$ cat src/rtl/dmaDefs_defs.svh
// Bus, memory, FIFO and handshake size constants for the DMA subsystem
`ifndef DMA_DEFS_SVH
`define DMA_DEFS_SVH

`define ADDR_WIDTH  10   // Byte address on the memory bus
`define MEM_WORDS   256  // 32-bit words in the target

// Upper half of the address space is the 16-bit port
`define NARROW_BIT  9

`define FIFO_DEPTH  8    // Words held by the stream FIFO
`define ACK_DELAY   2    // Target cycles from req to ack
`define COUNT_WIDTH 8    // Block length in words

`endif
$ cat src/rtl/memBusIf.sv
// Memory bus interface with requester, arbiter and target modports
`timescale 1ns/1ps
`include "dmaDefs_defs.svh"

interface memBusIf;
    logic                   req;
    logic                   write;
    logic [`ADDR_WIDTH-1:0] addr;
    logic [31:0]            wdata;
    logic                   half;       // Upper halfword of a split word
    logic                   ack;
    logic                   ackNarrow;  // Only data 15:0 was taken
    logic [31:0]            rdata;

    modport requester (
        output req, write, addr, wdata, half,
        input  ack, ackNarrow, rdata
    );

    modport arbiter (
        input  req, write, addr, wdata, half,
        output ack, ackNarrow, rdata
    );

    modport target (
        input  req, write, addr, wdata, half,
        output ack, ackNarrow, rdata
    );
endinterface

$ cat src/rtl/busArbiter.sv
// Fixed-priority two-requester arbiter holding the grant for a full handshake
`timescale 1ns/1ps

module busArbiter (
    input  logic       CLK,
    input  logic       nRESET,
    memBusIf.arbiter   dma,
    memBusIf.arbiter   host,
    memBusIf.requester mem
);
    localparam logic [1:0] ownNone = 2'd0;
    localparam logic [1:0] ownDma  = 2'd1;
    localparam logic [1:0] ownHost = 2'd2;

    logic [1:0] owner;
    logic       dmaOwns;
    logic       hostOwns;

    assign dmaOwns  = (owner == ownDma);
    assign hostOwns = (owner == ownHost);

    always_ff @(posedge CLK or negedge nRESET) begin
        if (!nRESET) begin
            owner <= ownNone;
        end else if (owner == ownNone) begin
            if (dma.req) begin
                owner <= ownDma;  // DMA wins a tie
            end else if (host.req) begin
                owner <= ownHost;
            end
        end else if (!mem.req && !mem.ack) begin
            owner <= ownNone;  // Four-phase cycle finished
        end
    end

    assign mem.req   = dmaOwns ? dma.req   : (hostOwns & host.req);
    assign mem.write = dmaOwns ? dma.write : (hostOwns & host.write);
    assign mem.half  = dmaOwns ? dma.half  : (hostOwns & host.half);
    assign mem.addr  = dmaOwns ? dma.addr  : (hostOwns ? host.addr : '0);
    assign mem.wdata = dmaOwns ? dma.wdata : (hostOwns ? host.wdata : '0);

    assign dma.ack        = dmaOwns & mem.ack;
    assign dma.ackNarrow  = dmaOwns & mem.ackNarrow;
    assign dma.rdata      = dmaOwns ? mem.rdata : '0;
    assign host.ack       = hostOwns & mem.ack;
    assign host.ackNarrow = hostOwns & mem.ackNarrow;
    assign host.rdata     = hostOwns ? mem.rdata : '0;

    // An ack from the target must always reach the requester that owns the cycle
    ackHasOwner: assert property (@(posedge CLK) disable iff (!nRESET)
        mem.ack |-> (dmaOwns || hostOwns));

endmodule

$ cat src/flat_wrapper.sv
// flat-port wrapper written by rule: the top's interface ports become plain ports
module busArbiter_flat 
  (CLK, nRESET, dma_req, dma_write, dma_addr, dma_wdata, dma_half, dma_ack, dma_ackNarrow, dma_rdata, host_req, host_write, host_addr, host_wdata, host_half, host_ack, host_ackNarrow, host_rdata, mem_req, mem_write, mem_addr, mem_wdata, mem_half, mem_ack, mem_ackNarrow, mem_rdata);
  memBusIf dma_i ();
  memBusIf host_i ();
  memBusIf mem_i ();
  input  logic CLK;
  input  logic nRESET;
  input wire logic [$bits(dma_i.req)-1:0] dma_req;
  input wire logic [$bits(dma_i.write)-1:0] dma_write;
  input wire logic [$bits(dma_i.addr)-1:0] dma_addr;
  input wire logic [$bits(dma_i.wdata)-1:0] dma_wdata;
  input wire logic [$bits(dma_i.half)-1:0] dma_half;
  output wire logic [$bits(dma_i.ack)-1:0] dma_ack;
  output wire logic [$bits(dma_i.ackNarrow)-1:0] dma_ackNarrow;
  output wire logic [$bits(dma_i.rdata)-1:0] dma_rdata;
  input wire logic [$bits(host_i.req)-1:0] host_req;
  input wire logic [$bits(host_i.write)-1:0] host_write;
  input wire logic [$bits(host_i.addr)-1:0] host_addr;
  input wire logic [$bits(host_i.wdata)-1:0] host_wdata;
  input wire logic [$bits(host_i.half)-1:0] host_half;
  output wire logic [$bits(host_i.ack)-1:0] host_ack;
  output wire logic [$bits(host_i.ackNarrow)-1:0] host_ackNarrow;
  output wire logic [$bits(host_i.rdata)-1:0] host_rdata;
  output wire logic [$bits(mem_i.req)-1:0] mem_req;
  output wire logic [$bits(mem_i.write)-1:0] mem_write;
  output wire logic [$bits(mem_i.addr)-1:0] mem_addr;
  output wire logic [$bits(mem_i.wdata)-1:0] mem_wdata;
  output wire logic [$bits(mem_i.half)-1:0] mem_half;
  input wire logic [$bits(mem_i.ack)-1:0] mem_ack;
  input wire logic [$bits(mem_i.ackNarrow)-1:0] mem_ackNarrow;
  input wire logic [$bits(mem_i.rdata)-1:0] mem_rdata;
  assign dma_i.req = dma_req;
  assign dma_i.write = dma_write;
  assign dma_i.addr = dma_addr;
  assign dma_i.wdata = dma_wdata;
  assign dma_i.half = dma_half;
  assign dma_ack = dma_i.ack;
  assign dma_ackNarrow = dma_i.ackNarrow;
  assign dma_rdata = dma_i.rdata;
  assign host_i.req = host_req;
  assign host_i.write = host_write;
  assign host_i.addr = host_addr;
  assign host_i.wdata = host_wdata;
  assign host_i.half = host_half;
  assign host_ack = host_i.ack;
  assign host_ackNarrow = host_i.ackNarrow;
  assign host_rdata = host_i.rdata;
  assign mem_req = mem_i.req;
  assign mem_write = mem_i.write;
  assign mem_addr = mem_i.addr;
  assign mem_wdata = mem_i.wdata;
  assign mem_half = mem_i.half;
  assign mem_i.ack = mem_ack;
  assign mem_i.ackNarrow = mem_ackNarrow;
  assign mem_i.rdata = mem_rdata;
  busArbiter u_core (.CLK(CLK), .nRESET(nRESET), .dma(dma_i), .host(host_i), .mem(mem_i));
endmodule
$ cat config.mk
export PLATFORM = sky130hd
export DESIGN_NAME = busArbiter_flat
export DESIGN_NICKNAME = d
export VERILOG_FILES = /design/src/rtl/memBusIf.sv /design/src/rtl/busArbiter.sv /design/src/flat_wrapper.sv
export VERILOG_INCLUDE_DIRS = /design/src /design/src/rtl
export SDC_FILE = /design/constraint.sdc
export NUM_CORES = 1
export LEC_CHECK = 0
export ABC_AREA = 1
export BUFFER_PORTS_ARGS = -buffer_cell sky130_fd_sc_hd__buf_2
export CAP_MARGIN = 20
export CORE_AREA = 4 4 91 93
export DETAILED_ROUTE_END_ITERATION = 16
export DIE_AREA = 0 0 95 97
export SETUP_SLACK_MARGIN = 0.15
export SYNTH_ARGS = -nofsm -noshare
export SYNTH_HDL_FRONTEND = slang
export SYNTH_SLANG_ARGS = --single-unit
$ cat constraint.sdc
create_clock -name CLK -period 1.7 [get_ports CLK]
set_input_delay 0.425 -clock CLK [delete_from_list [all_inputs] [get_ports CLK]]
set_output_delay 0.425 -clock CLK [all_outputs]
set_load 0.005 [all_outputs]
## Yosys cells after proc, flatten, opt, wreduce, memory -nomap -nowiden

Cells that the tools add are included.

- Input port bits: 126
- Bits in writable memories: 0
- Register bits: 2
- Bits in read-only memories: 0
- Latch bits: 0
- Output and inout port bits: 113
- Word-level logic and storage cells: 30
- Memories: 0

- Reduce and logical (&&, ||, !) cells: 6
- Bitwise gates (word level): 7
- Divide/modulo/power cells: 0
- Add/subtract/negate cells: 0
- Shift-type cells: 0
- Multipliers: 0
- Equality and inequality tests: 3
- $lt $le $gt $ge: 0
- Muxes and demuxes: 13

Operators by type and width:

| cell | number |
|---|---|
| $mux W32 | 4 |
| $mux W10 | 2 |
| $mux W2 | 4 |
| $and A1 B1 Y1 | 7 |
| $mux W1 | 3 |
| $ne A3 B3 Y1 const B | 1 |
| $eq A2 B1 Y1 const B | 1 |
| $eq A2 B2 Y1 const B | 1 |
| $logic_not A1 Y1 | 2 |
| $logic_not A2 Y1 | 1 |
| $reduce_and A2 Y1 | 1 |
| $reduce_bool A2 Y1 | 1 |
| $logic_and A1 B1 Y1 | 1 |

## Longest topological paths before layout

- Depth in word-level cells: 7
- Gate-level depth with buffers: 6
- Depth with buffers taken out: 6

## Least setup slack after synthesis

Ideal clock, no wire load.

- Path kind: register to output
- Start point: register u_core.owner[1]
- End point: output dma_rdata[10]
- Buffers on the path: 2
- Cell stages (with the launch flop): 6
- Setup slack: 340 ps
- Required time: 1275 ps
- Data arrival time: 935 ps
- Path through: dfrtp_1 > inv_1 > buf_4 > nand2_2 > buf_4 > nor2_1

- Word-level cells in the longest chain between the ends: 2

Ends and longest elaborated chain:

| item | line | source |
|---|---|---|
| start: declaration | busArbiter.sv:15 | `logic [1:0] owner;` |
| start signal: assignment | busArbiter.sv:24 | `owner <= ownNone;` |
| start signal: assignment | busArbiter.sv:27 | `owner <= ownDma;` |
| start signal: assignment | busArbiter.sv:29 | `owner <= ownHost;` |
| $eq A2 B1 Y1 | busArbiter.sv:19 | `assign dmaOwns = (owner == ownDma);` |
| $mux W32 | busArbiter.sv:44 | `assign dma.rdata = dmaOwns ? mem.rdata : '0;` |
| end: declaration | flat_wrapper.sv:16 | `output wire logic [$bits(dma_i.rdata)-1:0] dma_rdata;` |

Every way passes these cells.

## Worst setup path after layout

- Start point: register u_core.owner[1]
- End point: output mem_wdata[11]

- Word-level cells in the longest chain between the ends: 3
- Elaborated cells on any way between the ends: 4
- Those cells by class: 2 x eq/ne; 2 x mux

Ends and longest elaborated chain:

| item | line | source |
|---|---|---|
| $eq A2 B2 Y1 | busArbiter.sv:20 | `assign hostOwns = (owner == ownHost);` |
| $mux W32 | busArbiter.sv:40 | `assign mem.wdata = dmaOwns ? dma.wdata : (hostOwns ? host.wdata : '0);` |
| $mux W32 (*) | busArbiter.sv:40 |  |
| end: declaration | flat_wrapper.sv:28 | `output wire logic [$bits(mem_i.wdata)-1:0] mem_wdata;` |

Mark *: on every way between the ends. The rest lies on a longest branch, timed or not.

==> reports/qor.txt <==
WHS - 490 ps
CTS tree - done
Post-synthesis cell count - 280
Mean Syn Cell Area - 4.54 um^2
Crit path launch type - flip-flop
TritonCTS Buffers - 3
CP max stage delay - 410 ps
Fmax - 583 MHz
Crit path time final - 1710 ps
Final cell count without fillers - 625
Unique cell type count in the Yosys netlist - 10
Placed insts - 602
Clk sinks - 2
Seq/Total Area, Yosys - 0.0394
GP Congestion - 0.750
Largest register FFs - 2
Core outline area - 0.00753 mm^2
# setup viols final - 11
P_leak - 2.17 nW
Tot GR Track Use - 0.155
H-tree levels - 1
IO buf count - 238
Maximum VDD drop - 0.000786 V
Final Worst Setup Slack - -14.2 ps
Number of diodes - 0
Worst EP required - 1270 ps
Slowest cell on crit path - dfrtp_2
Post-synthesis sequential element count - 2
Failing checks - setup timing
Largest registers - u_core.owner: 2 flops
DIE HEIGHT - 97 um
Reg clk slew, reported paths - 30 ps
IO Pins - 239
Internal power - 2.38 mW
Comb pwr share - 0.933
First-pass GRT wire length - 11500 um
CTS Root Cell - clkbuf_8
Max FO, Critical Path - 11
Initial antenna violation count - 0
GR Overflow Total - 0
Antenna Nets Post-Route - 0
Worst Path Buf+Inv - 4
Vias - 2844
Placed wire-length estimate - 5890 um
Post-Syn Nets - 406
Layout cells sized above 1 - 0.633
Min-Delay Path Class - input pin to flip-flop
Crit path DAT - 1290 ps
Area grow syn2layout - 164%
Die X - 95 um
RSZ-0062 raised after global routing - true
Outcome - finished, violations left
Sw power - 2.23 mW
Number of global-route vias before repair - 2456
Final #Nets - 651
Largest Register - u_core.owner
Ys Warns - 0
Clk Latency, worst-skew pair - 210 ps
Maximum buffer depth of the clock tree - 2
Crit. End Element - output port
Largest net degree at the start of global routing - 41
Flop pwr share - 0.027
Pwr Density - 1370 mW/mm^2
WL final - 9340 um
Sw Share - 0.483
1st-iter DRT viols - 84
Final period util - 1.01
Max Slew Vio Count - 0
Clock Skew - 2.13 ps
Max_slew headroom - 0.829
CP cell instances - clkinv_4 > buf_12 > clkbuf_16 > nand3_1 > nand2_1 > buf_2
Worst slew pin tran - 254 ps
Clock power frac - 0.041
Die area - 0.00922 mm^2
Post-route DRC violation count - 0
Crit Path Category - flip-flop to output port
Row Count - 32
Via/cell ratio - 4.55
Max_cap viols - 0
Drt first pass iters - 4
Starting Density - 0.169
Routed WL per cell - 14.9 um
Final Hold Violating Endpoints - 0
Crit path max-delay family - buffers and inverters
Post-Syn Area - 0.00127 mm^2
## power groups by stage
| stage | Combinational (mW) | Sequential [mW] | Clock, mW |
|---|---|---|---|
| finish | 4.29 | 0.122 | 0.188 |
| global route | 4.64 | 0.127 | 0.205 |
| CTS | 3.43 | 0.104 | 0.195 |
| detailed placement | 2.79 | 0.0924 | 0 |
| global placement | 2.77 | 0.0904 | 0 |
| floorplan | 1.54 | 0.0830 | 0 |
## cell usage after synthesis
library cell  number  area (um^2)
buf_4              8         60.1
nand4_1            1         6.26
nand3_1           92          460
nor2_1            69          259
nand2_1           50          188
nand2_2            2         12.5
dfrtp_1            2         50.1
buf_2             18         90.1
o21ai_0            1         5.00
inv_1             37          139
## logic make-up (layout without fill, tap and decap cells)
family | Yosys count | after routing | share of synthesized area
flops | 2 | 2 | 0.0394
compound gates | 1 | 1 | 0.00394
buf+inv | 63 | 306 | 0.228
simple gates | 214 | 214 | 0.729
## path summary, 6_finish.rpt
| check | from | end | slack [ps] | cells after the start |
|---|---|---|---|---|
| min in group asynchronous | nRESET | u_core.owner[1] | 570 | 2 |
| max | u_core.owner[1] | mem_wdata[11] | -10 | 6 |
| min reg2reg | u_core.owner[1] | u_core.owner[1] | 770 | 3 |
| max in group asynchronous | nRESET | u_core.owner[0] | 1020 | 2 |
| max reg2reg | u_core.owner[1] | u_core.owner[1] | 320 | 8 |
| min | host_req | u_core.owner[1] | 490 | 3 |
## placed cells by master, fill, tap and decap left out, drive strengths merged
master,count
nor2,69
o21ai,1
nand3,92
dfrtp,2
nand2,52
dlygate4sd3,1
clkbuf,12
buf,255
inv,35
clkinv,2
nand4,1
bufbuf,1
## worst min-delay path: stages
cell and delay (ps):
buf_2 100, nand2_1 60, nand2_1 80
## metal layers
layer  up-vias  track usage  share of wire
li1       1370            -              -
met5         -            0              0
met3        12       0.0210          0.079
met2       151        0.305           0.54
met1      1311        0.164           0.36
met4         0       0.0499          0.019
## area by class of cell
cell class,instances,area (um^2)
clock buffers,3,41.3
fillers,763,4170
inverters,37,149
multi-input cells,215,1190
flip-flops and latches,2,52.6
well taps,102,128
repair buffers,266,1800
## stage by stage
step,setup WS (ps),TNS (ps),cell area (um^2),util,total power [mW]
detailed placement,164,0,2570,0.342,2.88
CTS,1.66,0,2840,0.377,3.72
global route,-75.2,-3520,3350,0.446,4.98
global placement,185,0,2570,0.342,2.86
finish,-14.2,-54.7,3350,0.446,4.60
floorplan,340,0,1270,-,1.62
## repair_timing
item,CTS,global route
endpoints found under the setup margin,113,113
resized for setup,13,72
pin swaps,0,3
cloned,5,10
endpoints found under the hold margin,2,0
hold buffers,1,0
setup buffers,3,1
No activity file was read; power rests on OpenSTA's default activity.
