[src/rtl/dmaDefs_defs.svh]
// Bus, memory, FIFO and handshake size constants for the DMA subsystem
`ifndef DMA_DEFS_SVH
`define DMA_DEFS_SVH

`define ADDR_WIDTH  10   // Byte address on the memory bus
`define MEM_WORDS   256  // 32-bit words in the target

// Upper half of the address space is the 16-bit port
`define NARROW_BIT  9

`define FIFO_DEPTH  8    // Words held by the stream FIFO
`define ACK_DELAY   2    // Target cycles from req to ack
`define COUNT_WIDTH 8    // Block length in words

`endif
[src/rtl/dmaPkg.sv]
// FIFO word union and DMA master state encoding
package dmaPkg;

    // Halfword view used for split cycles on the 16-bit port
    typedef struct packed {
        logic [15:0] upper;
        logic [15:0] lower;
    } halfPair;

    typedef union packed {
        logic [31:0] longWord;
        halfPair     halves;
    } fifoWord;

    // Master states, one bus cycle per word or two per split word
    typedef enum logic [2:0] {
        stIdle      = 3'd0,
        stWaitGrant = 3'd1,  // First cycle requested, waiting for ack
        stWaitData  = 3'd2,  // FIFO not ready for the next word
        stLowCycle  = 3'd3,  // Narrow ack seen, waiting for ack low
        stHighCycle = 3'd4,  // Upper halfword cycle
        stRelease   = 3'd5,  // Last ack dropping, word completes
        stDone      = 3'd6
    } masterState;

endpackage

[src/rtl/wordFifo.sv]
// Synchronous 32-bit word FIFO with full, empty and single-cycle flush
`timescale 1ns/1ps
`include "dmaDefs_defs.svh"

module wordFifo (
    input  logic            CLK,
    input  logic            nRESET,
    input  logic            flush,
    input  dmaPkg::fifoWord pushData,
    input  logic            push,
    output logic            full,
    output dmaPkg::fifoWord popData,
    input  logic            pop,
    output logic            empty
);
    localparam int ptrWidth = $clog2(`FIFO_DEPTH);
    localparam logic [ptrWidth:0] depthCount = `FIFO_DEPTH;

    dmaPkg::fifoWord     buffer [`FIFO_DEPTH];
    logic [ptrWidth-1:0] rdPtr;
    logic [ptrWidth-1:0] wrPtr;
    logic [ptrWidth:0]   count;
    logic                doPush;
    logic                doPop;

    assign full    = (count == depthCount);
    assign empty   = (count == '0);
    assign doPush  = push & ~full;
    assign doPop   = pop & ~empty;
    assign popData = buffer[rdPtr];  // Head is visible before the pop

    always_ff @(posedge CLK or negedge nRESET) begin
        if (!nRESET) begin
            rdPtr <= '0;
            wrPtr <= '0;
            count <= '0;
        end else if (flush) begin
            rdPtr <= '0;
            wrPtr <= '0;
            count <= '0;
        end else begin
            if (doPush) begin
                wrPtr <= wrPtr + 1'b1;  // Depth is a power of two
            end
            if (doPop) begin
                rdPtr <= rdPtr + 1'b1;
            end
            case ({doPush, doPop})
                2'b10:   count <= count + 1'b1;
                2'b01:   count <= count - 1'b1;
                default: count <= count;
            endcase
        end
    end

    always_ff @(posedge CLK) begin
        if (doPush) begin
            buffer[wrPtr] <= pushData;
        end
    end

    // Both stream sides and the master must honour the flags
    noPushWhenFull: assert property (@(posedge CLK) disable iff (!nRESET)
        push |-> !full);
    noPopWhenEmpty: assert property (@(posedge CLK) disable iff (!nRESET)
        pop |-> !empty);

endmodule

[config.mk]
export PLATFORM = sky130hd
export DESIGN_NAME = wordFifo
export DESIGN_NICKNAME = d
export VERILOG_FILES = /design/src/rtl/dmaPkg.sv /design/src/rtl/wordFifo.sv
export VERILOG_INCLUDE_DIRS = /design/src /design/src/rtl
export SDC_FILE = /design/constraint.sdc
export NUM_CORES = 1
export LEC_CHECK = 0
export BUFFER_PORTS_ARGS = -buffer_cell sky130_fd_sc_hd__buf_2
export CORE_MARGIN = 5
export CORE_UTILIZATION = 54
export DETAILED_ROUTE_END_ITERATION = 6
export PLACE_DENSITY = 0.75
export RECOVER_POWER = 25
export REMOVE_ABC_BUFFERS = 1
export SLEW_MARGIN = 20
export SYNTH_ARGS = -nofsm -noshare
export SYNTH_HDL_FRONTEND = slang
export SYNTH_SLANG_ARGS = --single-unit
[constraint.sdc]
create_clock -name CLK -period 4 [get_ports CLK]
set_input_delay 0.2 -clock CLK [delete_from_list [all_inputs] [get_ports CLK]]
set_output_delay 0.2 -clock CLK [all_outputs]
set_load 0.03 [all_outputs]
# After elaboration in Yosys (flattened, before gate mapping)
# Memories as Yosys holds them, arrays and structs flattened.
# Index checks and enable logic that the tools add are counted.
word_totals:
  inputBits: 37
  n_memories: 1
  elab_cells: 27
  out_inout_bits: 34
  ff_bits: 10
  ramBits: 256
classes:
  muxes: 8
  bitwise: 4
  eq_ne: 3
  n_reduce_logical: 4
  addsub: 4
mem_list:
  columns: ["name", "words", "word_bits", "rd", "rd_clocked_by_memory_dff", "wr", "line", "rtl"]
  rows:
  - ["buffer", 8, 32, 1, 0, 1, "wordFifo.sv:19", "dmaPkg::fifoWord buffer [`FIFO_DEPTH];"]
op_table:
  columns: ["op", "n"]
  rows:
  - ["$mux W3", 4]
  - ["$pmux W4 S2", 1]
  - ["$add A3 B1 Y3 const B", 2]
  - ["$add A4 B1 Y4 const B", 1]
  - ["$eq A4 B4 Y1 const B", 1]
  - ["$logic_not A4 Y1", 1]
  - ["$mux W4", 1]
  - ["$reduce_bool A2 Y1", 2]
  - ["$sub A4 B1 Y4 const B", 1]
  - ["$reduce_bool A3 Y1", 1]
  - ["$and A1 B1 Y1", 2]
  - ["$eq A2 B1 Y1 const B", 1]
  - ["$eq A2 B2 Y1 const B", 1]
  - ["$mux W1", 2]
  - ["$not A1 Y1", 2]

# Depth between registers and ports, before layout
# Gate-level depths: netlist of the first run.
logic_depth:
  depth_word: 6
  mapped_depth: 8
  mapped_depth_nobuf: 7

# Worst setup path after synthesis of the first run
# OpenSTA, ideal clock, no wires.
synth_timing:
  path_kind: "register -> register"
  from: "register count[2]"
  to: "memory buffer[0][0] (netlist name) (enable)"
  t_arrival_ps: 3325
  path_slack_ps: 214
  n_path_buf: 0
  stages_incl_launch_ff: 5
  setup_time_ps: 461
  synth_period_minus_slack_ps: 3786
  required_time_ps: 3539
  path_cell_list: "dfrtp_1 or4b_2 nand2_1 or2_2 nor3_1"
synth_via:
  elab_chain_cells: 5
synth_rtl:
  columns: ["element", "line", "rtl"]
  rows:
  - ["start: declaration", "wordFifo.sv:22", "logic [ptrWidth:0] count;"]
  - ["start signal: assignment", "wordFifo.sv:49", "2'b10: count <= count + 1'b1;"]
  - ["start signal: assignment", "wordFifo.sv:50", "2'b01: count <= count - 1'b1;"]
  - ["start signal: assignment", "wordFifo.sv:51", "default: count <= count;"]
  - ["$eq A4 B4 Y1", "wordFifo.sv:26", "assign full = (count == depthCount);"]
  - ["$not A1 Y1", "wordFifo.sv:28", "assign doPush = push & ~full;"]
  - ["$and A1 B1 Y1", "wordFifo.sv:28", null]
  - ["$mux W1", "wordFifo.sv:57", "if (doPush) begin"]
  - ["$mux W1 (implied by the code)", "wordFifo.sv:58", "buffer[wrPtr] <= pushData;"]
  - ["end: declaration", "wordFifo.sv:19", null]
# No other way between the ends.

==> run metrics, run 1 <==
R2R cell count=4; cell taking the most area after synthesis=edfxtp_1; WHS Path Cells=3; Fin Clk Skew=13.5 ps; via count=4904; synth unique cells=36; number of buffers added on ports=70; ys flop type=edfxtp_1; slowest cell on the critical path=dfrtp_4; Die W=148 um; final setup margin=962 ps; Worst Path Required=3800 ps; Resized Gates After CTS=0; Ys Warns=0; Post-CTS Setup Bufs=0; Post-Syn Instances=449; Num CTS Buffers=27; H-tree levels=1; CTS clk-pin slew, worst paths=60 ps; Max-cap violations=0; max-slew violations=0; fill cell count=1198; Synth Area in XOR/XNOR=0.425%; post-route ant nets=0; CP top delay family=flip-flops; Power Total=7.32 mW; Starting Density=54.9%; share of the yosys chip area belonging to registers=77.0%; ant diodes=0; r2r endpoint=buffer[1][2]$_DFFE_PP_; Post-Layout Cell Count=826; main combinational cell family by area after synthesis=multiplexers; reg2reg start=count[1]$_DFFE_PN0P_; Core Region=18800 um2; GR Overflow Total=0; Place WS=about 1100 ps; fraction of layout cells with a size suffix above 1=between 30% and 40%; Net count, final=612; mux share of post-synthesis cell area=~18%; Fin. Hold Viols=0; P per Cell Area=596 nW/um2; first-pass GRT wire length=30500 um; Setup-failing EPs final=0; largest net degree at the start of global routing=38; initial antenna violation count=0; Post-Synth Adder-Cell Area=less than 1%; DRC=0; unrepaired setup endpoints after global routing=no; Synth top area share=74.6%; Bufs on Longest Clock Path=3; simple-gate portion of the synthesized area=1.65%; CP startpoint kind=flip-flop; 1st-iter DRT viols=385; HP Start=push; Max IR drop VDD=0.000420 V; Area Overhead vs Synth=19.1%; Placer Congestion=0.757; Via-to-Cell Ratio=5.94; # IOs=71; Placed Cells=739; P_leak=3.96 nW; WP buf/inv=2; Core Rows=50; Detailed Place HPWL=11100 um; WL final=19200 um; Max-slew headroom=24.8%; post-DR wirelength/cell=around 23 um; CTS Root Cell=clkbuf_16; drt first pass iters=4; Least-Margin Pin Slew=1130 ps; status=finished clean; Hold Crit Class=primary input to flip-flop; Max FO, Critical Path=37; Worst Path Arrival=~2800 ps; GRT Total Usage=between 10% and 20%; Die Footprint=22000 um2; TNS Setup=0 ps; Worst Hold End=wrPtr[1]$_DFFE_PN0P_; mean post-synth cell area=23.0 um2; largest cells by area after synthesis=edfxtp_1 75%, mux4_2 14%, mux2_2 3.5%; crit-path cells=buf_12 -> mux4_2 -> mux2_2 -> buf_2; number of global-route vias before repair=5312; Synth async-reset ratio=around 3.8%; Clock Latency Late Sink=about 520 ps; FMAX=approximately 0.33 GHz; Vert. Die Dim=148 um; CTS tree=done; CTS Sinks=266; CP max stage delay=930 ps; Fin Hold WS=86.3 ps; complex-gate fraction of the synthesized area=1.64%; EDFF count, synth=256; period utilisation layout=76.0%; Seq. cell area=7940 um2; minimum clock period=3040 ps; multi-input logic area=between 2000 and 2500 um2; worst setup path class=flip-flop to primary output; CP endpoint kind=primary output; #FFs+latches synth=266; synthesized cell area=approximately 10000 um2; r2r setup slk=1140 ps
## worst min-delay path, stage by stage
cell     delay (ps)
buf_2           190
nand3_1         100
a21oi_1          60
## per-layer routing
metal / up-vias / track usage (%) / wire [um]
met5: - / 0 / 0
met4: 0 / 3.70 / 241
met3: 27 / 3.11 / 1120
met2: 173 / 31.3 / 9940
met1: 2547 / 24.7 / 7870
li1: 2157 / - / -
## power breakdown
group	internal, mW	switching (mW)	leakage [nW]	total [mW]
Combinational	0.711	0.801	1.08	1.51
Sequential	3.21	0.180	2.45	3.39
Clock	1.44	0.979	0.430	2.41
## cell usage after synthesis (3+ instances only)
cell	n
nor3_1	3
buf_2	8
nand3_1	3
mux4_2	64
clkbuf_1	9
edfxtp_1	256
a21oi_1	7
mux2_2	32
xor2_1	3
dfrtp_1	10
nand2_1	8
nor2_1	12
buf_1	3
ha_1	4
## worst max path at each step
stage                               startpoint                      end  slack (ps)  depth (start not counted)
after floorplan           count[1]$_DFFE_PN0P_   buffer[0][0]$_DFFE_PP_         160                          4
after global placement    count[1]$_DFFE_PN0P_  buffer[1][28]$_DFFE_PP_        1210                          4
after detailed placement  count[1]$_DFFE_PN0P_  buffer[1][28]$_DFFE_PP_        1090                          4
after CTS                 rdPtr[0]$_DFFE_PN0P_              popData[30]         860                          4
after global routing      rdPtr[0]$_DFFE_PN0P_              popData[24]         760                          4
final                     rdPtr[0]$_DFFE_PN0P_              popData[27]         960                          4
## cell families (layout without fill, tap and decap cells)
| kind of cell | after synthesis | count (layout) |
|---|---|---|
| mux | 98 | 98 |
| xor+xnor | 5 | 5 |
| simple gates | 34 | 34 |
| buf+inv | 24 | 167 |
| flops | 266 | 266 |
| compound gates | 18 | 18 |
| fa+ha+maj | 4 | 4 |
## registers in the layout, indices dropped and copies added (netlist names)
register,flops
rdPtr,3
wrPtr,3
buffer,256
count,4
## timing repair
item | CTS | global route
hold buffers | 34 | 0
endpoints found under the hold margin | 276 | 0
setup endpoints to repair | 0 | 0
## cell type report
type                            count  share of cell area [%]
Multi-Input combinational cell    159                    18.9
Clock buffer                       30                    5.59
Timing Repair Buffer              115                    6.89
Inverter                            2                  0.0611
Sequential cell                   266                    64.7
Tap cell                          234                    2.38
Clock inverter                     20                    1.52
## placed cells by master, fill, tap and decap left out, types with 2 or more instances in the layout
master         count
dfrtp_2            2
bufinv_16          3
mux2_2            32
inv_1              2
clkinvlp_4         2
nand2_1            8
inv_6              2
ha_1               4
buf_2             50
o21ai_0            2
buf_16             3
buf_4              5
xor2_1             3
clkbuf_16         27
dlygate4sd3_1     34
nor2_1             6
nand3_1            3
clkinv_1           4
edfxtp_1         256
xnor2_1            2
clkinv_2           8
nand2b_1           2
clkbuf_1          23
o31ai_1            2
a21oi_1            7
mux4_2            64
buf_12             3
nor2_4             6
nor3_2             2
dfrtp_1            7
## stage by stage
step                instance area [um2]  util, %
CTS                               12200     65.2
global placement                  11000     58.4
finish                            12300     65.4
detailed placement                11000     58.7
floorplan                         10200        -
global route                      12300     65.4
Note: power is estimated with default switching activity, not from simulation.
==> run 2, diff against run 1 <==
clock period = 2.51 ns   (was 4 ns; I/O delays follow)
==> run 2 against run 1 <==
Cell area grew 0.82%. Routed wire length increased by 2.3%. Via count is essentially flat. First-iteration DRC count up 26%. Critical path depth unchanged. Clock power increased by 49%. Hold slack improved by 19 ps. Die area stayed put. Sequential power up 55%. Combinational power grew 85%. Worst setup slack worse by 890 ps. Critical path type unchanged. Critical endpoint is now popData[23]. Largest power group unchanged. Highest routed layer unchanged.
==> run metrics, run 2 (synthesized netlist as in run 1, its figures left out) <==
Max IR drop VDD=0.000541 V; Via-to-Cell Ratio=5.83; Die W=148 um; reg2reg start=count[1]$_DFFE_PN0P_; Core Rows=50; minimum clock period=2440 ps; top flop regs=buffer (256), count (4); CTS Sinks=roughly 270; Max FO, Critical Path=11; largest net degree at the start of global routing=34; P_leak=4.00 nW; GR Overflow Total=0; DRC=0; CTS clk-pin slew, worst paths=60 ps; Setup-failing EPs final=0; Die Footprint=between 20000 and 25000 um2; CTS tree=done; Clock Latency Late Sink=520 ps; drt first pass iters=4; number of global-route vias before repair=5353; Placer Congestion=0.795; number of buffers added on ports=70; max FFs per register=between 200 and 300; Critical Path Start=rdPtr[0]$_DFFE_PN0P_; status=finished clean; worst setup path class=flip-flop to primary output; r2r endpoint=buffer[4][19]$_DFFE_PP_; P per Cell Area=between 900 and 1000 nW/um2; Fin. Hold Viols=0; Fin Clk Skew=6.00 ps; max-slew violations=0; CP startpoint kind=flip-flop; FMAX=0.410 GHz; Bufs on Longest Clock Path=3; Worst Hold End=rdPtr[1]$_DFFE_PN0P_; Least-Margin Pin Slew=1050 ps; Starting Density=54.9%; Fin Hold WS=105 ps; fraction of layout cells with a size suffix above 1=37.5%; # IOs=71; Worst Path Arrival=roughly 2300 ps; 1st-iter DRT viols=486; most frequent cells in the layout=256 x edfxtp_1, 64 x mux4_2, 47 x buf_2; Power Total=11.6 mW; HP Start=pop; initial antenna violation count=1; WHS Path Cells=4; R2R cell count=4; Num CTS Buffers=27; Detailed Place HPWL=between 10000 and 15000 um; Worst Path Required=2380 ps; post-route ant nets=0; final setup margin=70.3 ps; Core Region=18800 um2; Max-slew headroom=30.0%; CP endpoint kind=primary output; GRT Total Usage=18.3%; Area Overhead vs Synth=20.1%; period utilisation layout=97.2%; CTS Root Cell=clkbuf_16; post-DR wirelength/cell=23.3 um; Max-cap violations=0; Biggest register=buffer; Place WS=87.5 ps; H-tree levels=1; Net count, final=628; unrepaired setup endpoints after global routing=yes; first-pass GRT wire length=30800 um; WL final=19600 um; Hold Crit Class=primary input to flip-flop; commonest non-fill, non-tap cell in the layout=edfxtp_1; via count=between 4000 and 5000; Vert. Die Dim=148 um; r2r setup slk=about 140 ps
run 2: cell count changes in the layout (fill, tap and decap cells not counted), moves of 3 or more:
cell and delta:
buf_12 +4, clkinv_2 -7, buf_4 +10, clkinv_1 +5
buf_2 -3, buf_6 +6
run 2: layout make-up:
| type | instances | area, um2 |
|---|---|---|
| multi-input cells | 159 | 2320 |
| clock buffers | 33 | 698 |
| clock inverters | 15 | 100 |
| diodes | 1 | 2.50 |
| well taps | 234 | 293 |
| flip-flops and latches | 266 | 7940 |
| inverters | 2 | 7.51 |
| repair buffers | 131 | 1010 |
| fillers | 1192 | 6390 |
run 2: worst max path at each step:
stage                                          to  slack [ps]  depth (start not counted)
final                                 popData[23]          70                          4
after global routing                  popData[23]         -20                          4
after CTS                             popData[16]         0.5                          4
after detailed placement  buffer[2][31]$_DFFE_PP_          90                          4
after global placement     buffer[2][6]$_DFFE_PP_         190                          4
after floorplan            buffer[0][0]$_DFFE_PP_       -1330                          4
run 2: per-stage QoR:
step                      cell area [um2]  utilization (%)  TNS (ps)  cells
after CTS                           12300             65.7         0    835
after global routing                12400             66.0     -37.2    841
after detailed placement            11100             59.4         0    751
after global placement              11100             59.4         0    751
after floorplan                     10200                -   -180520    427
final                               12400             66.0         0    841
run 2: what timing repair did:
action,4_1_cts,5_1_grt
buffers inserted,0,4
resized for setup,9,3
hold endpoints to repair,276,0
hold buffers,36,0
setup endpoints to repair,10,27
run 2: critical path: stages, from the launching register on:
cell and delay (ps):
dfrtp_4 530, buf_6 230, mux4_2 560, mux2_2 290
buf_2 180
run 2: per-layer routing:
metal | up-vias | part of all wire, % | GRT usage [%]
li1 | 2179 | - | -
met1 | 2524 | 41 | 24.5
met2 | 175 | 51 | 31.1
met3 | 28 | 6.3 | 4.14
met4 | 0 | 1.6 | 4.34
met5 | - | 0 | 0
run 2: power breakdown:
group	total, mW	switching [mW]	internal (mW)
logic	2.79	1.49	1.29
clock network	3.59	1.52	2.07
registers	5.24	0.125	5.12
total	11.6	3.14	8.48
==> run 3, diff against run 2 <==
CELL_PAD_IN_SITES_DETAIL_PLACEMENT = 1   (was not set)
CELL_PAD_IN_SITES_GLOBAL_PLACEMENT = 1   (was not set)
CORE_UTILIZATION = 48   (was 54)
PLACE_DENSITY = not set   (was 0.75)
PLACE_DENSITY_LB_ADDON = 0.1   (was not set)
==> run 3 against run 2 <==
Global-route usage decreased by 0.21 points. Final cell count increased by 5.0%. Cell area increased by 2.5%. Maximum frequency decreased by 0.64%. Routed wire length increased by 10%. Total power increased by 3.6%. Sequential power about the same. Via count increased by 0.77%. Sequential cell count unchanged. Register-to-register slack got worse by 60 ps. Largest cell class unchanged. Highest routed layer unchanged.
==> run metrics, run 3 (synthesized netlist as in run 1, its figures left out) <==
status=finished clean; Hold Crit Class=primary input to flip-flop; H-tree levels=1; Fin. Hold Viols=0; r2r endpoint=count[3]$_DFFE_PN0P_; Max IR drop VDD=~0.00062 V; Die Footprint=about 25000 um2; DRC=0; r2r setup slk=approximately 80 ps; Final Util=~60%; number of global-route vias before repair=5472; Worst Path Required=~2400 ps; Worst Hold End=rdPtr[1]$_DFFE_PN0P_; drt first pass iters=4; via count=4944; R2R cell count=8; Placer Congestion=0.819; Least-Margin Pin Slew=approximately 720 ps; most frequent cells in the layout=256 x edfxtp_1, 64 x mux4_2, 45 x buf_2; initial antenna violation count=0; number of buffers added on ports=70; Placed Cells=796; Fin Clk Skew=12.3 ps; Seq. cell area=7940 um2; Starting Density=48.9%; 1st-iter DRT viols=310; CP endpoint kind=primary output; minimum clock period=~2500 ps; Bufs on Longest Clock Path=3; FMAX=roughly 0.41 GHz; post-DR wirelength/cell=24.5 um; ant diodes=0; CTS Root Cell=clkbuf_16; max-slew violations=0; Power Total=12.0 mW; CTS Sinks=266; first-pass GRT wire length=33200 um; P per Cell Area=949 nW/um2; max FFs per register=256; period utilisation layout=between 90 and 100%; top flop regs=buffer (256), count (4); Detailed Place HPWL=13300 um; WHS Path Cells=4; P_leak=between 4 and 5 nW; Max FO, Critical Path=24; Biggest register=buffer; fraction of layout cells with a size suffix above 1=39.3%; Worst Path Arrival=2330 ps; commonest non-fill, non-tap cell in the layout=edfxtp_1; largest net degree at the start of global routing=67; Max-slew headroom=about half; reg2reg start=count[1]$_DFFE_PN0P_; Cell Area, Placed=11400 um2; Num CTS Buffers=27; HP Start=pop; Max-cap violations=0; worst setup path class=flip-flop to primary output; Setup-failing EPs final=0; GRT Total Usage=18.1%; Via-to-Cell Ratio=approximately 5.6; Vert. Die Dim=157 um; CP startpoint kind=flip-flop; Net count, final=about 630; GR Overflow Total=0; Core Region=about 21000 um2; WL final=about 22000 um; post-route ant nets=0; CTS tree=done; design area=roughly 13000 um2; Post-Layout Cell Count=around 880; CTS clk-pin slew, worst paths=60 ps; fill cell count=1773; # IOs=about 70; Area Overhead vs Synth=23.0%; unrepaired setup endpoints after global routing=yes; Core Rows=53; multi-input logic area=2360 um2; Die W=157 um; Clock Latency Late Sink=about 530 ps
[run 3: repair_timing]
action                                  in CTS  in global routing
hold endpoints to repair                   276                  0
setup buffers                                0                  2
resized for setup                            9                 11
hold buffers                                35                  0
endpoints found under the setup margin       7                 25
[run 3: metal layers]
metal,vias to the layer above,global-route usage (%),routed length (um)
met5,-,0,0
met1,2650,22.7,8730
met3,30,2.71,704
li1,2171,-,-
met4,0,4.05,354
met2,93,33.4,11800
[run 3: worst max path at each step]
stage,start,endpoint,depth (start not counted)
after floorplan,count[1]$_DFFE_PN0P_,buffer[0][0]$_DFFE_PP_,4
after global placement,count[3]$_DFFE_PN0P_,buffer[4][21]$_DFFE_PP_,4
after detailed placement,count[1]$_DFFE_PN0P_,count[3]$_DFFE_PN0P_,8
after CTS,rdPtr[0]$_DFFE_PN0P_,popData[9],4
after global routing,rdPtr[0]$_DFFE_PN0P_,popData[13],4
final,rdPtr[0]$_DFFE_PN0P_,popData[9],4
[run 3: power by group]
part	internal, mW	switching (mW)	leakage, nW
registers	5.12	0.0946	2.45
logic	1.33	1.57	1.23
clock network	2.29	1.64	0.422
total	8.74	3.30	4.10
[run 3: area by class of cell]
| class | instances | area share [%] |
|---|---|---|
| repair buffers | 131 | 9.07 |
| clock buffers | 31 | 5.45 |
| clock inverters | 19 | 1.45 |
| well taps | 275 | 2.71 |
| flip-flops and latches | 266 | 62.6 |
| inverters | 2 | 0.0592 |
| multi-input cells | 159 | 18.6 |
[run 3: metrics by stage]
step                      TNS (ps)  hold slack [ps]  worst slack [ps]
after floorplan            -180520             -170             -1330
after global placement           0             17.5              97.7
after detailed placement         0             10.6              13.3
after CTS                        0             14.3             0.260
after global routing         -84.0              161             -21.3
final                            0              122              54.7
[run 3: critical path: stages (launching register included)]
cell     delay (ps)
dfrtp_4         530
buf_16          240
mux4_2          550
mux2_2          280
buf_2           180
