### src/rtl/dmaDefs_defs.svh
// Bus, memory, FIFO and handshake size constants for the DMA subsystem
`ifndef DMA_DEFS_SVH
`define DMA_DEFS_SVH

`define ADDR_WIDTH  10   // Byte address on the memory bus
`define MEM_WORDS   256  // 32-bit words in the target

// Upper half of the address space is the 16-bit port
`define NARROW_BIT  9

`define FIFO_DEPTH  8    // Words held by the stream FIFO
`define ACK_DELAY   2    // Target cycles from req to ack
`define COUNT_WIDTH 8    // Block length in words

`endif
### src/rtl/dmaPkg.sv
// FIFO word union and DMA master state encoding
package dmaPkg;

    // Halfword view used for split cycles on the 16-bit port
    typedef struct packed {
        logic [15:0] upper;
        logic [15:0] lower;
    } halfPair;

    typedef union packed {
        logic [31:0] longWord;
        halfPair     halves;
    } fifoWord;

    // Master states, one bus cycle per word or two per split word
    typedef enum logic [2:0] {
        stIdle      = 3'd0,
        stWaitGrant = 3'd1,  // First cycle requested, waiting for ack
        stWaitData  = 3'd2,  // FIFO not ready for the next word
        stLowCycle  = 3'd3,  // Narrow ack seen, waiting for ack low
        stHighCycle = 3'd4,  // Upper halfword cycle
        stRelease   = 3'd5,  // Last ack dropping, word completes
        stDone      = 3'd6
    } masterState;

endpackage

### src/rtl/memBusIf.sv
// Memory bus interface with requester, arbiter and target modports
`timescale 1ns/1ps
`include "dmaDefs_defs.svh"

interface memBusIf;
    logic                   req;
    logic                   write;
    logic [`ADDR_WIDTH-1:0] addr;
    logic [31:0]            wdata;
    logic                   half;       // Upper halfword of a split word
    logic                   ack;
    logic                   ackNarrow;  // Only data 15:0 was taken
    logic [31:0]            rdata;

    modport requester (
        output req, write, addr, wdata, half,
        input  ack, ackNarrow, rdata
    );

    modport arbiter (
        input  req, write, addr, wdata, half,
        output ack, ackNarrow, rdata
    );

    modport target (
        input  req, write, addr, wdata, half,
        output ack, ackNarrow, rdata
    );
endinterface

### src/rtl/dmaBusMaster.sv
// DMA bus master FSM running word or split-halfword cycles between FIFO and memory
`timescale 1ns/1ps
`include "dmaDefs_defs.svh"

module dmaBusMaster (
    input  logic                    CLK,
    input  logic                    nRESET,
    input  logic                    startReq,
    output logic                    startAck,
    input  logic                    dirToMem,
    input  logic [`ADDR_WIDTH-1:0]  startAddr,
    input  logic [`COUNT_WIDTH-1:0] wordCount,
    output logic                    busy,
    output logic                    fifoPush,
    output dmaPkg::fifoWord         fifoPushData,
    input  logic                    fifoFull,
    output logic                    fifoPop,
    input  dmaPkg::fifoWord         fifoPopData,
    input  logic                    fifoEmpty,
    memBusIf.requester              bus
);
    dmaPkg::masterState      state;
    logic                    dirReg;    // Latched transfer direction
    logic [`COUNT_WIDTH-1:0] countReg;  // Words still to move
    logic [`ADDR_WIDTH-1:0]  addrReg;
    dmaPkg::fifoWord         wordReg;   // Read data being assembled
    logic                    reqReg;
    logic                    halfReg;
    logic                    startLatch;
    logic                    canStart;
    logic                    firstAck;
    logic                    highAck;
    logic                    wordDone;

    assign startLatch = (state == dmaPkg::stIdle) && startReq;
    assign canStart   = dirReg ? !fifoEmpty : !fifoFull;
    assign firstAck   = (state == dmaPkg::stWaitGrant) && bus.ack;
    assign highAck    = (state == dmaPkg::stHighCycle) && bus.ack;
    assign wordDone   = (state == dmaPkg::stRelease) && !bus.ack && (dirReg || !fifoFull);

    assign busy         = (state != dmaPkg::stIdle);
    assign fifoPush     = wordDone && !dirReg;
    assign fifoPop      = wordDone && dirReg;  // Only after the last half
    assign fifoPushData = wordReg;

    assign bus.req   = reqReg;
    assign bus.write = dirReg;
    assign bus.half  = halfReg;
    assign bus.addr  = halfReg ? addrReg + `ADDR_WIDTH'(2) : addrReg;
    assign bus.wdata = halfReg ? {16'h0000, fifoPopData.halves.upper} : fifoPopData.longWord;

    always_ff @(posedge CLK or negedge nRESET) begin
        if (!nRESET) begin
            state    <= dmaPkg::stIdle;
            dirReg   <= 1'b0;
            countReg <= '0;
            reqReg   <= 1'b0;
            halfReg  <= 1'b0;
            startAck <= 1'b0;
        end else begin
            case (state)
                dmaPkg::stIdle: begin
                    if (startReq) begin
                        dirReg   <= dirToMem;
                        countReg <= wordCount;
                        state    <= (wordCount == '0) ? dmaPkg::stDone : dmaPkg::stWaitData;
                    end
                end
                dmaPkg::stWaitData: begin
                    if (canStart) begin
                        reqReg <= 1'b1;
                        state  <= dmaPkg::stWaitGrant;
                    end
                end
                dmaPkg::stWaitGrant: begin
                    if (bus.ack) begin
                        reqReg <= 1'b0;
                        state  <= bus.ackNarrow ? dmaPkg::stLowCycle : dmaPkg::stRelease;
                    end
                end
                dmaPkg::stLowCycle: begin
                    if (!bus.ack) begin
                        reqReg  <= 1'b1;  // Upper half at address plus 2
                        halfReg <= 1'b1;
                        state   <= dmaPkg::stHighCycle;
                    end
                end
                dmaPkg::stHighCycle: begin
                    if (bus.ack) begin
                        reqReg  <= 1'b0;
                        halfReg <= 1'b0;
                        state   <= dmaPkg::stRelease;
                    end
                end
                dmaPkg::stRelease: begin
                    if (wordDone) begin
                        countReg <= countReg - `COUNT_WIDTH'(1);
                        state    <= (countReg == `COUNT_WIDTH'(1)) ?
                                    dmaPkg::stDone : dmaPkg::stWaitData;
                    end
                end
                dmaPkg::stDone: begin
                    if (startReq) begin
                        startAck <= 1'b1;
                    end else begin
                        startAck <= 1'b0;
                        state    <= dmaPkg::stIdle;
                    end
                end
                default: state <= dmaPkg::stIdle;
            endcase
        end
    end

    always_ff @(posedge CLK) begin
        if (startLatch) begin
            addrReg <= startAddr;
        end else if (wordDone) begin
            addrReg <= addrReg + `ADDR_WIDTH'(4);
        end
        if (firstAck) begin
            wordReg.longWord <= bus.rdata;  // Lower half is right either way
        end
        if (highAck) begin
            wordReg.halves.upper <= bus.rdata[15:0];
        end
    end

    reqHeldUntilAck: assert property (@(posedge CLK) disable iff (!nRESET)
        bus.req && !bus.ack |=> bus.req);
    addrStableInReq: assert property (@(posedge CLK) disable iff (!nRESET)
        bus.req |=> !bus.req || $stable(bus.addr));

endmodule

### src/flat_wrapper.sv
// flat-port wrapper written by rule: the top's interface ports become plain ports
module dmaBusMaster_flat 
  (CLK, nRESET, startReq, startAck, dirToMem, startAddr, wordCount, busy, fifoPush, fifoPushData, fifoFull, fifoPop, fifoPopData, fifoEmpty, bus_req, bus_write, bus_addr, bus_wdata, bus_half, bus_ack, bus_ackNarrow, bus_rdata);
  memBusIf bus_i ();
  input  logic CLK;
  input  logic nRESET;
  input  logic startReq;
  output logic startAck;
  input  logic dirToMem;
  input  logic [`ADDR_WIDTH-1:0] startAddr;
  input  logic [`COUNT_WIDTH-1:0] wordCount;
  output logic busy;
  output logic fifoPush;
  output dmaPkg::fifoWord fifoPushData;
  input  logic fifoFull;
  output logic fifoPop;
  input  dmaPkg::fifoWord fifoPopData;
  input  logic fifoEmpty;
  output wire logic [$bits(bus_i.req)-1:0] bus_req;
  output wire logic [$bits(bus_i.write)-1:0] bus_write;
  output wire logic [$bits(bus_i.addr)-1:0] bus_addr;
  output wire logic [$bits(bus_i.wdata)-1:0] bus_wdata;
  output wire logic [$bits(bus_i.half)-1:0] bus_half;
  input wire logic [$bits(bus_i.ack)-1:0] bus_ack;
  input wire logic [$bits(bus_i.ackNarrow)-1:0] bus_ackNarrow;
  input wire logic [$bits(bus_i.rdata)-1:0] bus_rdata;
  assign bus_req = bus_i.req;
  assign bus_write = bus_i.write;
  assign bus_addr = bus_i.addr;
  assign bus_wdata = bus_i.wdata;
  assign bus_half = bus_i.half;
  assign bus_i.ack = bus_ack;
  assign bus_i.ackNarrow = bus_ackNarrow;
  assign bus_i.rdata = bus_rdata;
  dmaBusMaster u_core (.CLK(CLK), .nRESET(nRESET), .startReq(startReq), .startAck(startAck), .dirToMem(dirToMem), .startAddr(startAddr), .wordCount(wordCount), .busy(busy), .fifoPush(fifoPush), .fifoPushData(fifoPushData), .fifoFull(fifoFull), .fifoPop(fifoPop), .fifoPopData(fifoPopData), .fifoEmpty(fifoEmpty), .bus(bus_i));
endmodule
### config.mk
export PLATFORM = sky130hd
export DESIGN_NAME = dmaBusMaster_flat
export DESIGN_NICKNAME = d
export VERILOG_FILES = /design/src/rtl/dmaPkg.sv /design/src/rtl/memBusIf.sv /design/src/rtl/dmaBusMaster.sv /design/src/flat_wrapper.sv
export VERILOG_INCLUDE_DIRS = /design/src /design/src/rtl
export SDC_FILE = /design/constraint.sdc
export NUM_CORES = 1
export LEC_CHECK = 0
export ABC_AREA = 1
export BUFFER_PORTS_ARGS = -buffer_cell sky130_fd_sc_hd__buf_2
export CELL_PAD_IN_SITES_DETAIL_PLACEMENT = 1
export CELL_PAD_IN_SITES_GLOBAL_PLACEMENT = 1
export CORE_UTILIZATION = 29
export CTS_CLUSTER_DIAMETER = 40
export DETAILED_ROUTE_END_ITERATION = 12
export HOLD_SLACK_MARGIN = 0.1
export PLACE_DENSITY = 0.89
export SLEW_MARGIN = 10
export SYNTH_ARGS = -nofsm -noshare
export SYNTH_HDL_FRONTEND = slang
export SYNTH_SLANG_ARGS = --single-unit
### constraint.sdc
create_clock -name CLK -period 1.8 [get_ports CLK]
set_input_delay 0.36 -clock CLK [delete_from_list [all_inputs] [get_ports CLK]]
set_output_delay 0.36 -clock CLK [all_outputs]
set_load 0.01 [all_outputs]
**Word level (Yosys, flattened, before mapping)**

Cells that the tools add are included.

- Bits of input ports: 90
- Logic and storage cells: 80
- Register bits after elaboration: 57
- Output and inout port bits: 81

- Add/sub/neg operators: 3
- Multiplexer cells: 27
- Equality and inequality tests: 15
- Reduce and logical (&&, ||, !) cells: 26

Operators with widths:

| cell | number |
|---|---|
| two-way mux 32 bit | 2 |
| two-way mux 10 bit | 3 |
| two-way mux 3 bit | 10 |
| case mux 3 bit (7 select lines) | 1 |
| two-way mux 16 bit | 1 |
| two-way mux 8 bit | 2 |
| case mux 8 bit (2 select lines) | 1 |
| adder 10 x 2 -> 10 bit (second input constant) | 1 |
| adder 10 x 3 -> 10 bit (second input constant) | 1 |
| inequality test 2 bit (second input constant) | 5 |
| == test 3 bit (second input constant) | 3 |
| == test 8 x 1 -> 1 bit (second input constant) | 1 |
| logical NOT 8 bit | 1 |
| nonzero test 2 bit | 4 |
| subtractor 8 x 1 -> 8 bit (second input constant) | 1 |
| logical AND 1 bit | 7 |
| AND reduction 7 bit | 1 |
| == test 3 x 2 -> 1 bit (second input constant) | 2 |
| inequality test 2 x 1 -> 1 bit (second input constant) | 3 |
| AND reduction 3 bit | 2 |
| nonzero test 3 bit | 2 |
| two-way mux 1 bit | 5 |
| logical NOT 1 bit | 4 |
| AND reduction 4 bit | 1 |
| other kinds (7) | 7 |

**Longest topological paths before layout**

Gate-level depths: netlist of the first run.

- Word-level depth: 5
- Mapped depth: 11
- Gate-level depth less buffers: 9

**Least setup slack after synthesis of the first run**

No wires, ideal clock.

- Path type: reg2reg
- Start: reg u_core.state[1]
- End: reg u_core.wordReg (netlist bit u_core.fifoPushData[16]) (enable)
- Data required time: 1412 ps
- Buffers on the path: 1
- Cell stages (with the launch flop): 7
- Data arrival time: 1507 ps
- Clock period less this slack: 1896 ps
- Slack: -96 ps
- Setup time: 388 ps
- Cell sequence: dfrtp_1 > buf_6 > inv_4 > nand2_2 > nand2_1 > nand2_1 > nor2_1

- Cells in the longest elaborated chain, start to end: 3
- Elaborated cells between the ends (all ways): 5
- Those cells by class: eq/ne: 2; reduce/logical: 3

Ends and longest elaborated chain:

| item | line | source |
|---|---|---|
| start, declared | dmaBusMaster.sv:22 | `dmaPkg::masterState state;` |
| start signal, assigned | dmaBusMaster.sv:54 | `state <= dmaPkg::stIdle;` |
| start signal, assigned | dmaBusMaster.sv:66 | `state <= (wordCount == '0) ? dmaPkg::stDone : dmaPkg::stWaitData;` |
| start signal, assigned | dmaBusMaster.sv:72 | `state <= dmaPkg::stWaitGrant;` |
| == test 3 bit / == test 3 x 1 -> 1 bit (equally long branches) | dmaBusMaster.sv:38, dmaBusMaster.sv:37 |  |
| logical AND 1 bit, on equally long branches | dmaBusMaster.sv:38, dmaBusMaster.sv:37 |  |
| nonzero test 2 bit (no source line) * | -- |  |
| end, declared | dmaBusMaster.sv:26 | `dmaPkg::fifoWord wordReg;` |

Mark *: on every way between the ends. The rest lies on a longest branch, timed or not.
A chain may end at the register's enable or synchronous reset.

**Final worst setup path of the first run**

- Start: reg u_core.addrReg[2]
- End: out bus_addr[7]

- Cells in the longest elaborated chain, start to end: 2

Ends and longest elaborated chain:

| item | line | source |
|---|---|---|
| start, declared | dmaBusMaster.sv:25 | `` logic [`ADDR_WIDTH-1:0] addrReg; `` |
| start signal, assigned | dmaBusMaster.sv:117 | `addrReg <= startAddr;` |
| start signal, assigned | dmaBusMaster.sv:119 | `` addrReg <= addrReg + `ADDR_WIDTH'(4); `` |
| adder 10 x 2 -> 10 bit | dmaBusMaster.sv:49 | `` assign bus.addr = halfReg ? addrReg + `ADDR_WIDTH'(2) : addrReg; `` |
| two-way mux 10 bit | dmaBusMaster.sv:49 |  |
| end, declared | flat_wrapper.sv:21 | `output wire logic [$bits(bus_i.addr)-1:0] bus_addr;` |

No other way between the ends.

==> results_dict.tcl, run 1 <==
set metrics [dict create \
    status "finished, violations left" \
    violations "negative setup slack" \
    coreArea_um2 11000 \
    cts_buffer_depth 2 \
    die_area_um2 11800 \
    grt_first_pass_wirelength_um 16000 \
    power_leakage_nw 2.44 \
    wl_um 10800 \
    holdCritPathClass "in -> reg" \
    ys_ff_latch 57 \
    clkTransAtPathRegs_ps 60 \
    crit_path_end_kind "primary output" \
    yosysWarnings 0 \
    drive_gt1_frac 0.427 \
    ant_nets 0 \
    die_h_um 109 \
    final_max_slew_viol_count 0 \
    grt_use_total 0.178 \
    port_buffers 170 \
    firstDrtPassIters 4 \
    cap_violations 0 \
    grt_busiest_layer "met2" \
    vias 3390 \
    fmax_mhz 503 \
    rsz0062_at_grt "yes" \
    async_flop_share 0.263 \
    min_path_cells 1 \
    layout-area-overhead-vs-synth_pct 48.2 \
    critPathMaxFanout 3 \
    dp_hpwl_um 8210 \
    stdcell_count 721 \
    period_minus_slack_ps 1990 \
    tightest_slew_ps 421 \
    die-width_um 109 \
    clk_latency_ps 330 \
    fin_ws_ps -188 \
    rows 38 \
    layout_common_cells "buf_2 (170), nand2_1 (102), inv_1 (42), edfxtp_1 (42), nor2_1 (41)" \
    syn_nets 476 \
    ios 171 \
    grt_max_degree 33 \
    gp_congestion 0.785 \
    grt_remaining_overflow 0 \
    grt_use_met1 0.177 \
    dpl-instance-area_um2 4320 \
    slew_headroom 0.719 \
    startpoint_type "flip-flop" \
    initialDrtViolationCount 137 \
    cp.arrival_ps 1630 \
    finClkSkew_ps 7.03 \
    layout_commonest_cell "buf_2" \
    n_antenna_cell 0 \
    ys_seq_area_frac 0.496 \
    placedCellCount 688 \
    via_per_inst 4.70 \
    syn_inst 382 \
    ys.flop_type "edfxtp_1" \
    reg2regPathDepth 10 \
    design_area_um2 4890 \
    rrSetupSlack_ps 160 \
    grt_pass1_vias 3435 \
    final_nets 670 \
    drc 0 \
    synthDistinctLibCells 34 \
    worst-endpoint-required_ps 1440 \
    setup-violations-final 8 \
    grt_antenna_before_repair 0 \
    numCtsBuffers 9 \
    syn_area_per_cell_um2 8.64 \
    ctsRootBufferMaster "clkbuf_16" \
    synth_edf_count 42 \
    wire_per_inst_um 15.0 \
    htreeDepth 3 \
    met2_usage 0.355 \
    use_met3 0.0478 \
    syn_area_um2 3300 \
    crit_type "reg -> out" \
    start_util 0.301 \
    clkSinkCount 57 \
    power_density_nw_per_um2 1580 \
    hold_viol_final 0 \
    post-route-period-util 1.10 \
    cts_tree "built" \
    ir_drop_uv 580 \
]
==> registers in the layout, indices dropped and copies added (netlist names) <==
register             cells
u_core.bus.write         1
u_core.countReg          8
u_core.bus.req           1
u_core.addrReg          10
u_core.bus.half          1
u_core.startAck          1
u_core.state             3
u_core.fifoPushData     32
==> routing by layer <==
layer | share of wire | vias up
met1 | 0.37 | 1632
li1 | - | 1637
met3 | 0.065 | 9
met4 | 0.0080 | 0
met5 | 0 | -
met2 | 0.55 | 112
==> what timing repair did <==
item,CTS,global route
hold buffers,1,0
endpoints found under the hold margin,15,0
setup endpoints to repair,9,15
resized for setup,17,14
buffers inserted,9,8
pin swaps,5,2
gates cloned,0,0
==> worst paths after layout <==
check                                            start                          endpoint
max                        u_core.addrReg[2]$_DFFE_PP_                       bus_addr[7]
min                                       bus_rdata[3]  u_core.fifoPushData[3]$_DFFE_PP_
max reg2reg                u_core.addrReg[2]$_DFFE_PP_       u_core.addrReg[9]$_DFFE_PP_
min reg2reg                u_core.startAck$_DFFE_PN0P_       u_core.startAck$_DFFE_PN0P_
max in group asynchronous                       nRESET       u_core.state[1]$_DFFE_PN0P_
min in group asynchronous                       nRESET      u_core.bus.write$_DFFE_PN0P_
==> logic make-up (layout without fill, tap and decap cells) <==
kind of cell | count (synthesis) | count (layout) | synth area share
compound gates | 54 | 54 | 0.102
xor+xnor | 9 | 9 | 0.0239
fa+ha+maj | 4 | 4 | 0.0152
buf+inv | 61 | 260 | 0.0913
flops | 57 | 57 | 0.496
simple gates | 197 | 197 | 0.272
==> where the power goes <==
group,internal (mW),switching (mW),leakage (nW)
clock,1.25,0.629,0.159
sequential,1.91,0.321,0.573
combinational,1.43,2.17,1.71
==> worst max-delay path: stages (launching register included) <==
cell and delay, ps:
edfxtp_1 440, buf_4 170, ha_4 150, nand2_2 110, nor2_4 50, nand2_1 70
xor2_1 140, inv_1 50, buf_2 130
==> cell type report <==
| cell class | count | area (um^2) |
|---|---|---|
| Clock buffer | 10 | 239 |
| Clock inverter | 6 | 90.1 |
| Fill cell | 1354 | 6090 |
| Inverter | 47 | 189 |
| Multi-Input combinational cell | 264 | 1460 |
| Sequential cell | 57 | 1640 |
| Tap cell | 140 | 175 |
| Timing Repair Buffer | 197 | 1100 |
==> synthesized netlist by cell type, types with 4 or more instances <==
| master | n | area (um^2) |
|---|---|---|
| o21ai_1 | 4 | 20.0 |
| buf_6 | 5 | 56.3 |
| inv_1 | 43 | 161 |
| a22o_1 | 16 | 140 |
| ha_1 | 4 | 50.1 |
| xor2_1 | 7 | 61.3 |
| nand3_1 | 24 | 120 |
| edfxtp_1 | 42 | 1260 |
| nor2_4 | 4 | 45.0 |
| o21ai_0 | 30 | 150 |
| nor2_1 | 44 | 165 |
| dfrtp_1 | 15 | 375 |
| clkbuf_1 | 5 | 18.8 |
| nand2_1 | 105 | 394 |
==> through the flow <==
step | setup slack, ps | utilization | hold WS (ps) | setup TNS [ps] | power (mW)
finish | -188 | 0.446 | 223 | -1040 | 7.71
global route | -292 | 0.446 | 213 | -1830 | 8.21
CTS | -172 | 0.435 | 213 | -867 | 7.57
detailed placement | 37.5 | 0.393 | 314 | 0 | 5.48
global placement | 129 | 0.393 | 311 | 0 | 5.28
floorplan | 158 | - | 64.4 | 0 | 4.26
Power figures use the tool's default switching activity.
==> run 2: changes to the inputs <==
--- a/config.mk
+++ b/config.mk
@@ -6,11 +6,11 @@
 export SDC_FILE = /design/constraint.sdc
 export NUM_CORES = 1
 export LEC_CHECK = 0
-export ABC_AREA = 1
+export ABC_AREA = 0
 export BUFFER_PORTS_ARGS = -buffer_cell sky130_fd_sc_hd__buf_2
 export CELL_PAD_IN_SITES_DETAIL_PLACEMENT = 1
 export CELL_PAD_IN_SITES_GLOBAL_PLACEMENT = 1
-export CORE_UTILIZATION = 29
+export CORE_UTILIZATION = 30
 export CTS_CLUSTER_DIAMETER = 40
 export DETAILED_ROUTE_END_ITERATION = 12
 export HOLD_SLACK_MARGIN = 0.1
==> run 2 against run 1 <==
Compared with the run above: the flow still finishes with violations (negative setup slack); clock-buffer cell count unchanged; sequential power decreased by 3%; wire length rose by 8.7%; highest routed layer unchanged.
==> results_dict.tcl, run 2 <==
set metrics [dict create \
    die_area_um2 10900 \
    p_int_mw 4.22 \
    holdCritPathClass "in -> reg" \
    design_area_um2 5030 \
    grt_remaining_overflow 0 \
    min_to "u_core.fifoPushData[13]$_DFFE_PP_" \
    crit_type "reg -> out" \
    cts_buffer_depth 2 \
    slew_headroom 0.574 \
    largest_reg_flops 32 \
    grt_use_total 0.211 \
    sw_frac_of_total 0.381 \
    critPathMaxFanout 4 \
    clkSinkCount 57 \
    numCtsBuffers 9 \
    min_path_cells 1 \
    power_leakage_nw 2.28 \
    rrSetupSlack_ps -20 \
    finClkSkew_ps 11.0 \
    ant_nets 0 \
    yosysTopAreaCell "edfxtp_1" \
    period_minus_slack_ps 1970 \
    n_antenna_cell 0 \
    ir_drop_uv 509 \
    wl_um 11700 \
    hold_viol_final 0 \
    firstDrtPassIters 4 \
    coreArea_um2 9950 \
    clkTransAtPathRegs_ps 70 \
    dp_slack_ps -21.2 \
    rows 36 \
    stdcell_count 633 \
    p_sw_mw 2.60 \
    ys_ff_latch 57 \
    power_density_nw_per_um2 1350 \
    grt_antenna_before_repair 0 \
    synth_most_common_cell "edfxtp_1" \
    rsz0062_at_grt "yes" \
    die-width_um 104 \
    syn_nets 376 \
    r2r_start "u_core.state[2]$_DFFE_PN0P_" \
    p_clk_frac 0.169 \
    num-fill-cells 1116 \
    syn_area_per_cell_um2 11.1 \
    final_max_slew_viol_count 0 \
    drc 0 \
    fmax_mhz 508 \
    tightest_slew_ps 637 \
    grt_first_pass_wirelength_um 17900 \
    cap_violations 0 \
    pwr-share-comb 0.512 \
    via_per_inst 5.03 \
    multi_input_area_um2 1570 \
    setup-violations-final 19 \
    placedCellCount 584 \
    holdCritStartpoint "bus_rdata[13]" \
    vias 3185 \
    drive_gt1_frac 0.570 \
    cp.arrival_ps 1610 \
    die_h_um 104 \
    cts_tree "built" \
    yosysWarnings 0 \
    layout_common_cells "buf_2 (157), edfxtp_1 (42), buf_4 (36)" \
    grt_pass1_vias 3396 \
    synthDistinctLibCells 48 \
    layout_commonest_cell "buf_2" \
    start_util 0.315 \
    fin_ws_ps -170 \
    port_buffers 170 \
    initialDrtViolationCount 150 \
    ctsRootBufferMaster "clkbuf_8" \
    regArea_um2 1640 \
    final_nets 589 \
    finalSetupTns_ps -1460 \
    synth_area_leaders "edfxtp_1 (40%), dfrtp_1 (12%), mux2_2 (6.8%), a22o_1 (4.5%), nor2b_1 (3.6%)" \
    worst-endpoint-required_ps 1440 \
    synth_common_cells "edfxtp_1 (42), o21ai_0 (21), mux2_2 (19)" \
    ios 171 \
    dpl-instance-area_um2 4240 \
    dp_hpwl_um 7790 \
    grt_max_degree 33 \
    crit_path_end_kind "primary output" \
    status "finished, violations left" \
    layout-area-overhead-vs-synth_pct 60.6 \
    worstReg2RegEnd "u_core.state[2]$_DFFE_PN0P_" \
    reg2regPathDepth 6 \
    syn_inst 282 \
    ys.flop_type "edfxtp_1" \
    startpoint_type "flip-flop" \
    violations "negative setup slack" \
    post-route-period-util 1.09 \
    syn_area_um2 3130 \
    ys_seq_area_frac 0.522 \
    clk_latency_ps 340 \
    synth_top_area_share 0.402 \
    async_flop_share 0.263 \
    gp_congestion 0.850 \
    wire_per_inst_um 18.6 \
    p_seq_frac 0.319 \
    htreeDepth 3 \
    utilization 0.506 \
    synth_edf_count 42 \
]
[run 2: changes by cell type in the layout (fill, tap and decap cells not counted), sizes merged, moves of 7 or more]
cell / before / now
nand3: 25 / 8
o21ai: 34 / 21
buf: 196 / 219
nand2: 110 / 18
nor2: 51 / 15
xnor2: 2 / 9
nor2b: 0 / 18
mux2: 0 / 19
inv: 48 / 9
a21oi: 3 / 16
[run 2: power groups by stage]
stage	registers [mW]	logic (mW)	clock network (mW)
global route	2.22	3.76	1.25
finish	2.17	3.49	1.15
detailed placement	2.22	2.58	0
global placement	2.18	2.48	0
CTS	2.17	3.15	1.18
floorplan	2.21	1.55	0
[run 2: critical path, stage by stage, from the launching register on]
cell      delay, ps
edfxtp_1        450
ha_2            240
nand2_2          70
nor2b_2         140
nand2_1          80
xnor2_1         150
buf_2           150
[run 2: metrics by stage]
stage          power (mW)  hold slack, ps
2_1_floorplan        3.76            64.4
3_3_place_gp         4.66             295
3_5_place_dp         4.81             302
4_1_cts              6.51             194
5_1_grt              7.22             194
6_report             6.81             211
[run 2: area by class of cell]
type / instances / share of cell area
well taps: 133 / 0.0331
multi-input cells: 198 / 0.312
flip-flops and latches: 57 / 0.326
clock inverters: 6 / 0.0117
inverters: 9 / 0.00671
clock buffers: 10 / 0.0253
repair buffers: 220 / 0.285
[run 2: routing by layer]
metal  wire, um  part of all wire  GRT usage
met5          0                 0          0
met1       4030              0.34      0.204
met2       6670              0.57      0.410
met4        394             0.034      0.111
met3        647             0.055     0.0476
[run 2: repair_timing]
item	CTS	global route
pin swaps	4	8
setup buffers	19	12
hold buffers	1	0
gates resized for setup	42	23
setup endpoints to repair	31	65
cloned	3	0
endpoints found under the hold margin	15	0
[run 2: worst max path at each step]
stage / to / slack, ps / depth (start not counted) / startpoint
2_1_floorplan: bus_addr[4] / 8 / 4 / u_core.bus.half$_DFFE_PN0P_
3_3_place_gp: u_core.fifoPushData[21]$_DFFE_PP_ / 60 / 4 / u_core.state[2]$_DFFE_PN0P_
3_5_place_dp: u_core.fifoPushData[22]$_DFFE_PP_ / -20 / 4 / u_core.state[2]$_DFFE_PN0P_
4_1_cts: bus_addr[8] / -160 / 6 / u_core.addrReg[3]$_DFFE_PP_
5_1_grt: bus_addr[9] / -240 / 6 / u_core.addrReg[2]$_DFFE_PP_
6_report: bus_addr[7] / -170 / 6 / u_core.addrReg[2]$_DFFE_PP_
[run 2: cell families (layout without fill, tap and decap cells)]
logic type,Yosys count,in the layout,share of synthesized area
muxes,20,20,0.0715
and+or+nand+nor,91,91,0.159
AOI/OAI and AO/OA,68,68,0.149
DFF,57,57,0.522
adders and majority gates,4,4,0.0160
xor gates and xnor gates,15,15,0.0419
buffers and inverters,27,245,0.0403
